--- config.mk ---
export PLATFORM = sky130hd
export DESIGN_NAME = fft_top
export DESIGN_NICKNAME = d
export VERILOG_FILES = /design/src/design/fft_pkg.sv /design/src/design/fft_delay_line.sv /design/src/design/fft_twiddle_mult.sv /design/src/design/fft_sdf_stage.sv /design/src/design/fft_ctrl.sv /design/src/design/fft_top.sv
export VERILOG_INCLUDE_DIRS = /design/src /design/src/include
export SDC_FILE = /design/constraint.sdc
export NUM_CORES = 2
export LEC_CHECK = 0
export BUFFER_PORTS_ARGS = -buffer_cell sky130_fd_sc_hd__buf_4
export CORE_ASPECT_RATIO = 0.6
export CORE_MARGIN = 4
export CORE_UTILIZATION = 50
export CTS_BUF_LIST = sky130_fd_sc_hd__clkbuf_16
export DETAILED_ROUTE_END_ITERATION = 12
export PLACE_DENSITY = 0.68
export SLEW_MARGIN = 0
export SYNTH_ARGS = -nofsm -noshare
export SYNTH_HDL_FRONTEND = slang
export SYNTH_SLANG_ARGS = --single-unit
--- constraint.sdc ---
create_clock -name clk -period 14.95 [get_ports clk]
set_input_delay 2.2425 -clock clk [delete_from_list [all_inputs] [get_ports clk]]
set_output_delay 2.2425 -clock clk [all_outputs]
set_load 0.02 [all_outputs]
--- src/include/fft_macros.svh ---
`ifndef FFT_MACROS_SVH
`define FFT_MACROS_SVH

// width of one real or imaginary part
`define FFT_PART_W 12

// points per frame
`define FFT_N 8

// stage count, also the width of a bin index
`define FFT_LOG_N 3

// fraction bits of the Q1.10 twiddles
`define FFT_TW_FRAC 10

// W8^1 = (cos(pi/4), -sin(pi/4)) in Q1.10
`define FFT_W1_RE 724
`define FFT_W1_IM (-724)

`endif

--- src/design/fft_pkg.sv ---
`include "fft_macros.svh"

package fft_pkg;

    // one real or imaginary half
    typedef logic signed [`FFT_PART_W-1:0] part_t;

    // complex sample, real part in the upper half
    typedef logic [2*`FFT_PART_W-1:0] sample_t;

    // frequency bin index
    typedef logic [`FFT_LOG_N-1:0] bin_t;

    function automatic part_t re_of(sample_t s);
        return s[2*`FFT_PART_W-1:`FFT_PART_W];
    endfunction

    function automatic part_t im_of(sample_t s);
        return s[`FFT_PART_W-1:0];
    endfunction

    function automatic sample_t pack_sample(part_t re, part_t im);
        return {re, im};
    endfunction

endpackage

--- src/design/fft_delay_line.sv ---
`timescale 1ns/1ps

module fft_delay_line #(
    parameter type payload_t = logic,
    parameter int  DEPTH     = 1
) (
    input  logic     clk,
    input  logic     rstn,
    input  logic     tick_i,
    input  payload_t d_i,
    output payload_t q_o
);

    payload_t sr_q [DEPTH];

    // shifts one place per tick, frozen otherwise
    always_ff @(posedge clk) begin
        if (!rstn) begin
            for (int i = 0; i < DEPTH; i++) begin
                sr_q[i] <= '0;
            end
        end else if (tick_i) begin
            sr_q[0] <= d_i;
            for (int i = 1; i < DEPTH; i++) begin
                sr_q[i] <= sr_q[i-1];
            end
        end
    end

    assign q_o = sr_q[DEPTH-1];

endmodule

--- src/design/fft_twiddle_mult.sv ---
`timescale 1ns/1ps
`include "fft_macros.svh"

module fft_twiddle_mult #(
    parameter int STRIDE = 1
) (
    input  logic             clk,
    input  logic             rstn,
    input  logic             tick_i,
    input  logic [1:0]       idx_i,
    input  fft_pkg::sample_t d_i,
    output fft_pkg::sample_t q_o
);

    localparam int PROD_W = 2 * `FFT_PART_W;
    localparam logic signed [PROD_W-1:0] HALF_LSB = PROD_W'(1) << (`FFT_TW_FRAC - 1);
    localparam fft_pkg::part_t W1_RE = `FFT_W1_RE;
    localparam fft_pkg::part_t W3_RE = -`FFT_W1_RE;
    localparam fft_pkg::part_t WX_IM = `FFT_W1_IM;

    logic [1:0]               pow;
    fft_pkg::part_t           a_re;
    fft_pkg::part_t           a_im;
    fft_pkg::part_t           w_re;
    logic signed [PROD_W-1:0] acc_re;
    logic signed [PROD_W-1:0] acc_im;
    logic signed [PROD_W-1:0] rnd_re;
    logic signed [PROD_W-1:0] rnd_im;
    fft_pkg::sample_t         nxt;

    // exponent of W8, wraps mod 4 since only the lower half circle is used
    assign pow  = 2'(idx_i * STRIDE);
    assign a_re = fft_pkg::re_of(d_i);
    assign a_im = fft_pkg::im_of(d_i);

    // W1 and W3 share the imaginary part and differ in the sign of the real part
    assign w_re = pow[1] ? W3_RE : W1_RE;

    assign acc_re = a_re * w_re - a_im * WX_IM;
    assign acc_im = a_re * WX_IM + a_im * w_re;

    // round half up before dropping the fraction bits
    assign rnd_re = (acc_re + HALF_LSB) >>> `FFT_TW_FRAC;
    assign rnd_im = (acc_im + HALF_LSB) >>> `FFT_TW_FRAC;

    always_comb begin
        case (pow)
            2'd0:    nxt = d_i;
            // multiply by -j
            2'd2:    nxt = fft_pkg::pack_sample(a_im, -a_re);
            default: nxt = fft_pkg::pack_sample(rnd_re[`FFT_PART_W-1:0],
                                                rnd_im[`FFT_PART_W-1:0]);
        endcase
    end

    always_ff @(posedge clk) begin
        if (!rstn) begin
            q_o <= '0;
        end else if (tick_i) begin
            q_o <= nxt;
        end
    end

endmodule

--- src/design/fft_sdf_stage.sv ---
`timescale 1ns/1ps
`include "fft_macros.svh"

module fft_sdf_stage #(
    parameter int DEPTH = 4
) (
    input  logic             clk,
    input  logic             rstn,
    input  logic             tick_i,
    input  fft_pkg::sample_t d_i,
    input  logic             valid_i,
    output fft_pkg::sample_t q_o,
    output logic             valid_o
);

    localparam int CNT_W = $clog2(2 * DEPTH);
    localparam int PW    = `FFT_PART_W;

    logic [CNT_W-1:0]  cnt_q;
    logic              started_q;
    logic              second_half;
    logic              valid_dly;
    logic signed [PW:0] sum_re;
    logic signed [PW:0] sum_im;
    logic signed [PW:0] dif_re;
    logic signed [PW:0] dif_im;
    fft_pkg::sample_t  sum_s;
    fft_pkg::sample_t  dif_s;
    fft_pkg::sample_t  fb_in;
    fft_pkg::sample_t  fb_out;

    // phase counter, held at zero until the first valid sample shows up
    always_ff @(posedge clk) begin
        if (!rstn) begin
            cnt_q     <= '0;
            started_q <= 1'b0;
        end else if (tick_i && (started_q || valid_i)) begin
            cnt_q     <= cnt_q + CNT_W'(1);
            started_q <= 1'b1;
        end
    end

    assign second_half = cnt_q[CNT_W-1];

    // butterfly, A is the new input and B the sample coming back from the delay
    assign sum_re = fft_pkg::re_of(d_i) + fft_pkg::re_of(fb_out);
    assign sum_im = fft_pkg::im_of(d_i) + fft_pkg::im_of(fb_out);
    assign dif_re = fft_pkg::re_of(fb_out) - fft_pkg::re_of(d_i);
    assign dif_im = fft_pkg::im_of(fb_out) - fft_pkg::im_of(d_i);

    // drop the lsb to halve both results
    assign sum_s = fft_pkg::pack_sample(sum_re[PW:1], sum_im[PW:1]);
    assign dif_s = fft_pkg::pack_sample(dif_re[PW:1], dif_im[PW:1]);

    assign q_o     = second_half ? sum_s : fb_out;
    assign fb_in   = second_half ? dif_s : d_i;
    assign valid_o = second_half ? valid_i : valid_dly;

    // the twiddle register stands in for the first slot of the feedback delay
    generate
        if (DEPTH > 1) begin : g_twiddle
            localparam int IDX_W = $clog2(DEPTH);

            logic [1:0]       tw_idx;
            fft_pkg::sample_t tw_q;

            // samples filling the delay pass through unrotated
            assign tw_idx = second_half ? 2'(cnt_q[IDX_W-1:0]) : 2'd0;

            fft_twiddle_mult #(
                .STRIDE(`FFT_N / (2 * DEPTH))
            ) u_twiddle (
                .clk   (clk),
                .rstn  (rstn),
                .tick_i(tick_i),
                .idx_i (tw_idx),
                .d_i   (fb_in),
                .q_o   (tw_q)
            );

            fft_delay_line #(
                .payload_t(fft_pkg::sample_t),
                .DEPTH    (DEPTH - 1)
            ) u_fb_delay (
                .clk   (clk),
                .rstn  (rstn),
                .tick_i(tick_i),
                .d_i   (tw_q),
                .q_o   (fb_out)
            );
        end else begin : g_plain
            fft_delay_line #(
                .payload_t(fft_pkg::sample_t),
                .DEPTH    (DEPTH)
            ) u_fb_delay (
                .clk   (clk),
                .rstn  (rstn),
                .tick_i(tick_i),
                .d_i   (fb_in),
                .q_o   (fb_out)
            );
        end
    endgenerate

    // differences leave DEPTH ticks after the samples they came from
    fft_delay_line #(
        .payload_t(logic),
        .DEPTH    (DEPTH)
    ) u_valid_delay (
        .clk   (clk),
        .rstn  (rstn),
        .tick_i(tick_i),
        .d_i   (valid_i),
        .q_o   (valid_dly)
    );

endmodule

--- src/design/fft_ctrl.sv ---
`timescale 1ns/1ps
`include "fft_macros.svh"

module fft_ctrl (
    input  logic             clk,
    input  logic             rstn,

    input  logic             in_req_i,
    input  fft_pkg::sample_t in_data_i,
    input  logic             in_last_i,
    output logic             in_ack_o,

    output logic             out_req_o,
    output fft_pkg::sample_t out_data_o,
    output fft_pkg::bin_t    out_bin_o,
    input  logic             out_ack_i,

    output logic             tick_o,
    output fft_pkg::sample_t feed_data_o,
    output logic             feed_valid_o,
    input  fft_pkg::sample_t res_data_i,
    input  logic             res_valid_i
);

    localparam int OWED_W = `FFT_LOG_N + 2;

    logic [`FFT_LOG_N-1:0] slot_q;
    logic                  in_frame_q;
    logic [OWED_W-1:0]     owed_q;
    fft_pkg::bin_t         res_cnt_q;
    fft_pkg::bin_t         bin_rev;
    logic                  out_free;
    logic                  req_new;
    logic                  slot_zero;
    logic                  accept;
    logic                  flush;
    logic                  res_take;

    assign out_free  = !out_req_o && !out_ack_i;
    assign req_new   = in_req_i && !in_ack_o;
    assign slot_zero = (slot_q == '0);

    // a frame starts only at slot 0, later samples follow at any pace
    assign accept = out_free && req_new && (in_frame_q || slot_zero);

    // between frames, keep draining until nothing is owed and slot 0 is reached
    assign flush = !in_frame_q && (owed_q != '0 || !slot_zero) && !(req_new && slot_zero);

    assign tick_o   = accept || (out_free && flush);
    assign res_take = tick_o && res_valid_i;

    // results leave in bit-reversed bin order
    always_comb begin
        for (int i = 0; i < `FFT_LOG_N; i++) begin
            bin_rev[i] = res_cnt_q[`FFT_LOG_N-1-i];
        end
    end

    // slot counter, frame tracking and owed results
    always_ff @(posedge clk) begin
        if (!rstn) begin
            slot_q     <= '0;
            in_frame_q <= 1'b0;
            owed_q     <= '0;
        end else if (tick_o) begin
            slot_q <= slot_q + 1'b1;
            if (accept) begin
                in_frame_q <= !in_last_i;
            end
            owed_q <= owed_q
                      + ((accept && in_last_i) ? OWED_W'(`FFT_N) : OWED_W'(0))
                      - (res_valid_i ? OWED_W'(1) : OWED_W'(0));
        end
    end

    // input side of the four-phase handshake
    always_ff @(posedge clk) begin
        if (!rstn) begin
            in_ack_o <= 1'b0;
        end else if (accept) begin
            in_ack_o <= 1'b1;
        end else if (in_ack_o && !in_req_i) begin
            in_ack_o <= 1'b0;
        end
    end

    // feed register into stage 1, zeros with valid low on flush ticks
    always_ff @(posedge clk) begin
        if (!rstn) begin
            feed_data_o  <= '0;
            feed_valid_o <= 1'b0;
        end else if (tick_o) begin
            feed_data_o  <= accept ? in_data_i : '0;
            feed_valid_o <= accept;
        end
    end

    // output side of the four-phase handshake
    always_ff @(posedge clk) begin
        if (!rstn) begin
            out_req_o <= 1'b0;
            res_cnt_q <= '0;
        end else if (res_take) begin
            out_req_o <= 1'b1;
            res_cnt_q <= res_cnt_q + 1'b1;
        end else if (out_req_o && out_ack_i) begin
            out_req_o <= 1'b0;
        end
    end

    always_ff @(posedge clk) begin
        if (res_take) begin
            out_data_o <= res_data_i;
            out_bin_o  <= bin_rev;
        end
    end

endmodule

--- src/design/fft_top.sv ---
`timescale 1ns/1ps

module fft_top (
    input  logic             clk,
    input  logic             rstn,
    input  logic             in_req_i,
    input  fft_pkg::sample_t in_data_i,
    input  logic             in_last_i,
    output logic             in_ack_o,
    output logic             out_req_o,
    output fft_pkg::sample_t out_data_o,
    output fft_pkg::bin_t    out_bin_o,
    input  logic             out_ack_i
);

    logic             tick;
    fft_pkg::sample_t feed_data;
    logic             feed_valid;
    fft_pkg::sample_t s1_data;
    logic             s1_valid;
    fft_pkg::sample_t s2_in_data;
    logic             s2_in_valid;
    fft_pkg::sample_t s2_data;
    logic             s2_valid;
    fft_pkg::sample_t s3_in_data;
    logic             s3_in_valid;
    fft_pkg::sample_t res_data;
    logic             res_valid;

    fft_ctrl u_ctrl (
        .clk(clk), .rstn(rstn),
        .in_req_i(in_req_i), .in_data_i(in_data_i), .in_last_i(in_last_i),
        .in_ack_o(in_ack_o),
        .out_req_o(out_req_o), .out_data_o(out_data_o), .out_bin_o(out_bin_o),
        .out_ack_i(out_ack_i),
        .tick_o(tick), .feed_data_o(feed_data), .feed_valid_o(feed_valid),
        .res_data_i(res_data), .res_valid_i(res_valid)
    );

    fft_sdf_stage #(.DEPTH(4)) u_stage1 (
        .clk(clk), .rstn(rstn), .tick_i(tick),
        .d_i(feed_data), .valid_i(feed_valid), .q_o(s1_data), .valid_o(s1_valid)
    );

    // registers between stage 1 and stage 2
    fft_delay_line #(.payload_t(fft_pkg::sample_t), .DEPTH(1)) u_hop12_data (
        .clk(clk), .rstn(rstn), .tick_i(tick), .d_i(s1_data), .q_o(s2_in_data)
    );
    fft_delay_line #(.payload_t(logic), .DEPTH(1)) u_hop12_valid (
        .clk(clk), .rstn(rstn), .tick_i(tick), .d_i(s1_valid), .q_o(s2_in_valid)
    );

    fft_sdf_stage #(.DEPTH(2)) u_stage2 (
        .clk(clk), .rstn(rstn), .tick_i(tick),
        .d_i(s2_in_data), .valid_i(s2_in_valid), .q_o(s2_data), .valid_o(s2_valid)
    );

    // registers between stage 2 and stage 3
    fft_delay_line #(.payload_t(fft_pkg::sample_t), .DEPTH(1)) u_hop23_data (
        .clk(clk), .rstn(rstn), .tick_i(tick), .d_i(s2_data), .q_o(s3_in_data)
    );
    fft_delay_line #(.payload_t(logic), .DEPTH(1)) u_hop23_valid (
        .clk(clk), .rstn(rstn), .tick_i(tick), .d_i(s2_valid), .q_o(s3_in_valid)
    );

    fft_sdf_stage #(.DEPTH(1)) u_stage3 (
        .clk(clk), .rstn(rstn), .tick_i(tick),
        .d_i(s3_in_data), .valid_i(s3_in_valid), .q_o(res_data), .valid_o(res_valid)
    );

endmodule

==> impl_metrics.yaml <==
logic_synthesis:
  syn_area_per_cell_sq_um: 9.31
  synth_area_sq_um: 31400
  synth_common_cells: "532 x inv_1, 457 x ha_1, 281 x nor2_1"
  synth_edf_count: 201
  ys_warn_count: 0
  yosysTopAreaCellShare_pct: 19.2
  synth_seq_area_share_pct: 25.6
  ys_ff_latch: 300
  yosysMostFrequentCell: "inv_1"
  synthCells: 3370
  synthDistinctLibCells: 88
  synth_top_cell_by_area: "edfxtp_1"
  synthFlopType: "edfxtp_1"
  synthTopCellsByArea: "edfxtp_1 19%, ha_1 18%, fa_1 15%"
  synth_async_sr_flop_share_pct: 0
min_path:
  hold_class: "reg -> reg"
worst_setup_path:
  worst_setup_path_start_kind: "flop"
  cp.arrival_ns: 12.00
  critPathCaptureType: "flop"
  crit_type: "reg -> reg"
  cp_slowest_stage_delay_ns: 0.60
  critPathSlowestCell: "mux2i_1"
  cp_max_fo: 7
  cp.required_ns: 15.33
timing:
  min_period_ns: 11.62
  slew_headroom_pct: 10.0
  hold_viol: 0
  worst_clock_skew_ns: 0.0321
  finalMaxSlewViolations: 0
  fmax_mhz: 86.1
  rsz0062_at_grt: "no"
  tightestPinTransition_ns: 1.35
  tns_ns: 0
  setup_violations: 0
  hold_slack_ns: 0.445
  finalCritPeriodShare_pct: 77.7
cells_and_area:
  nets: 4074
  drive_gt1_share_pct: 5.58
  area.growth.synth_to_final_pct: 7.19
  fin_util_pct: 54.7
  diodes: 0
floorplan:
  fp.dieH_um: 202
  die_x_um: 331
  core_sq_um: 61500
  floorplan.initialDensity_pct: 51.0
  rows: 70
  ios: 58
  die_area_sq_um: 66900
clocking:
  cts_post_setup_buffers_inserted: 0
  cts_resized: 0
  hold_buffers: 0
  clkTransAtPathRegs_ns: 0.07
  clock_sinks: 300
  cts_tree: "yes"
  clk_path_buf_depth: 3
  clk_latency_ns: 0.55
  cts_buffers: 34
  htreeDepth: 2
  cts_root_buf: "clkbuf_16"
drt:
  wirelength_um: 84200
  ant_nets: 0
  num_vias: 22794
  post_drt_wl_per_cell_um: 20.0
  drtIter0Drc: 2124
  first_pass_iters: 5
  viasPerCell: 5.43
  drc: 0
grt:
  antenna_found_initial: 2
  overflow: 0
  grt.total_usage_pct: 25.1
  grt_max_degree: 117
  grt_pass1_vias: 22107
  grt_pass1_wl_um: 132000
placed_design:
  numPortBuffers: 57
  place_hpwl_um: 67100
  finalWeightedCongestion: 0.977
power:
  vdd_drop_max_uv: 293
  p_leak_nw: 16.0
  p_per_area_nw_per_um2: 220
status:
  outcome: "completed"
run:
  maxCapViolations: 0
==> registers in the layout, summed over array words and instances, names as in the netlist, 3 cells and up <==
name,flops
u_stage1.cnt_q,3
u_stage2.g_twiddle.u_fb_delay.sr_q,24
u_ctrl.owed_q,5
u_ctrl.out_bin_o,3
u_ctrl.feed_data_o,24
u_stage1.g_twiddle.u_fb_delay.sr_q,72
u_hop23_data.sr_q,24
u_stage2.g_twiddle.u_twiddle.q_o,24
u_stage1.g_twiddle.u_twiddle.q_o,24
u_ctrl.res_cnt_q,3
u_ctrl.out_data_o,24
u_stage1.u_valid_delay.sr_q,4
u_hop12_data.sr_q,24
u_ctrl.slot_q,3
u_stage3.g_plain.u_fb_delay.sr_q,24
==> final timing paths <==
kind                                        startpoint                                    to  slack (ns)  depth (start not counted)
min                u_stage2.g_twiddle.u_twiddle.q_o[4]   u_stage2.g_twiddle.u_twiddle.q_o[4]        0.44                          2
max reg2reg  u_stage1.g_twiddle.u_fb_delay.sr_q[0][50]  u_stage1.g_twiddle.u_twiddle.q_o[23]        3.33                         45
min reg2reg        u_stage2.g_twiddle.u_twiddle.q_o[4]   u_stage2.g_twiddle.u_twiddle.q_o[4]        0.44                          2
max          u_stage1.g_twiddle.u_fb_delay.sr_q[0][50]  u_stage1.g_twiddle.u_twiddle.q_o[23]        3.33                         45
==> stage by stage <==
| step | total power [mW] | worst slack (ns) | instances | instance area [sq um] |
|---|---|---|---|---|
| CTS | 7.37 | 3.33 | 4200 | 33600 |
| finish | 7.40 | 3.33 | 4200 | 33600 |
| global route | 8.21 | 2.52 | 4200 | 33600 |
| detailed placement | 6.44 | 3.38 | 4139 | 32500 |
| floorplan | 5.12 | 4.60 | 3378 | 31400 |
| global placement | 6.41 | 3.66 | 4139 | 32500 |
==> metal layers <==
layer,global-route usage (%),wire [um],up-vias
met5,0,0,-
met4,3.16,909,0
met3,11.6,10900,57
met2,30.4,29300,711
met1,40.3,43100,10772
li1,-,-,11254
==> cells by family (layout without fill, tap and decap cells) <==
group	Yosys count	after routing	share of synthesized area [%]
compound gates	615	615	12.7
xor+xnor	222	222	6.24
fa+ha+maj	698	698	33.6
buf+inv	686	680	8.33
flops	300	300	25.6
mux	51	51	1.70
other cells	2	10	0.0239
simple gates	796	796	11.8
==> critical path: cells and delay by family, from the launching register on <==
kind	cells	cell delay (ns)
DFF	1	0.42
xor gates and xnor gates	10	1.86
buffers and inverters	5	0.55
AOI/OAI and AO/OA	13	2.40
muxes	1	0.60
and+or+nand+nor	3	0.26
adders and majority gates	13	5.38
==> final cells by class <==
cell class | count | area [sq um]
Fill cell | 5591 | 27900
Sequential cell | 300 | 8020
Tap cell | 828 | 1040
Clock buffer | 35 | 876
Timing Repair Buffer | 81 | 608
Multi-Input combinational cell | 2392 | 20800
Clock inverter | 26 | 244
Inverter | 538 | 2030
==> cell usage in the layout, fill, tap and decap left out, types with 37 or more instances in the layout <==
master	Yosys	layout
dfxtp_1	99	96
a211oi_1	58	58
a21o_1	40	40
fa_1	241	241
and3_1	110	110
edfxtp_1	201	201
nand2_1	198	197
nor2_1	281	280
xnor2_1	176	176
mux2i_1	46	46
o21ai_0	124	122
o21bai_1	37	37
ha_1	457	457
xor2_1	45	45
nor3_1	51	51
buf_4	2	81
inv_1	532	540
a21oi_1	199	199
==> power by group <==
group | internal (mW) | total, mW | switching (mW)
registers | 1.10 | 1.23 | 0.123
logic | 2.17 | 5.31 | 3.14
clock network | 0.499 | 0.865 | 0.366
Power figures use the tool's default switching activity.
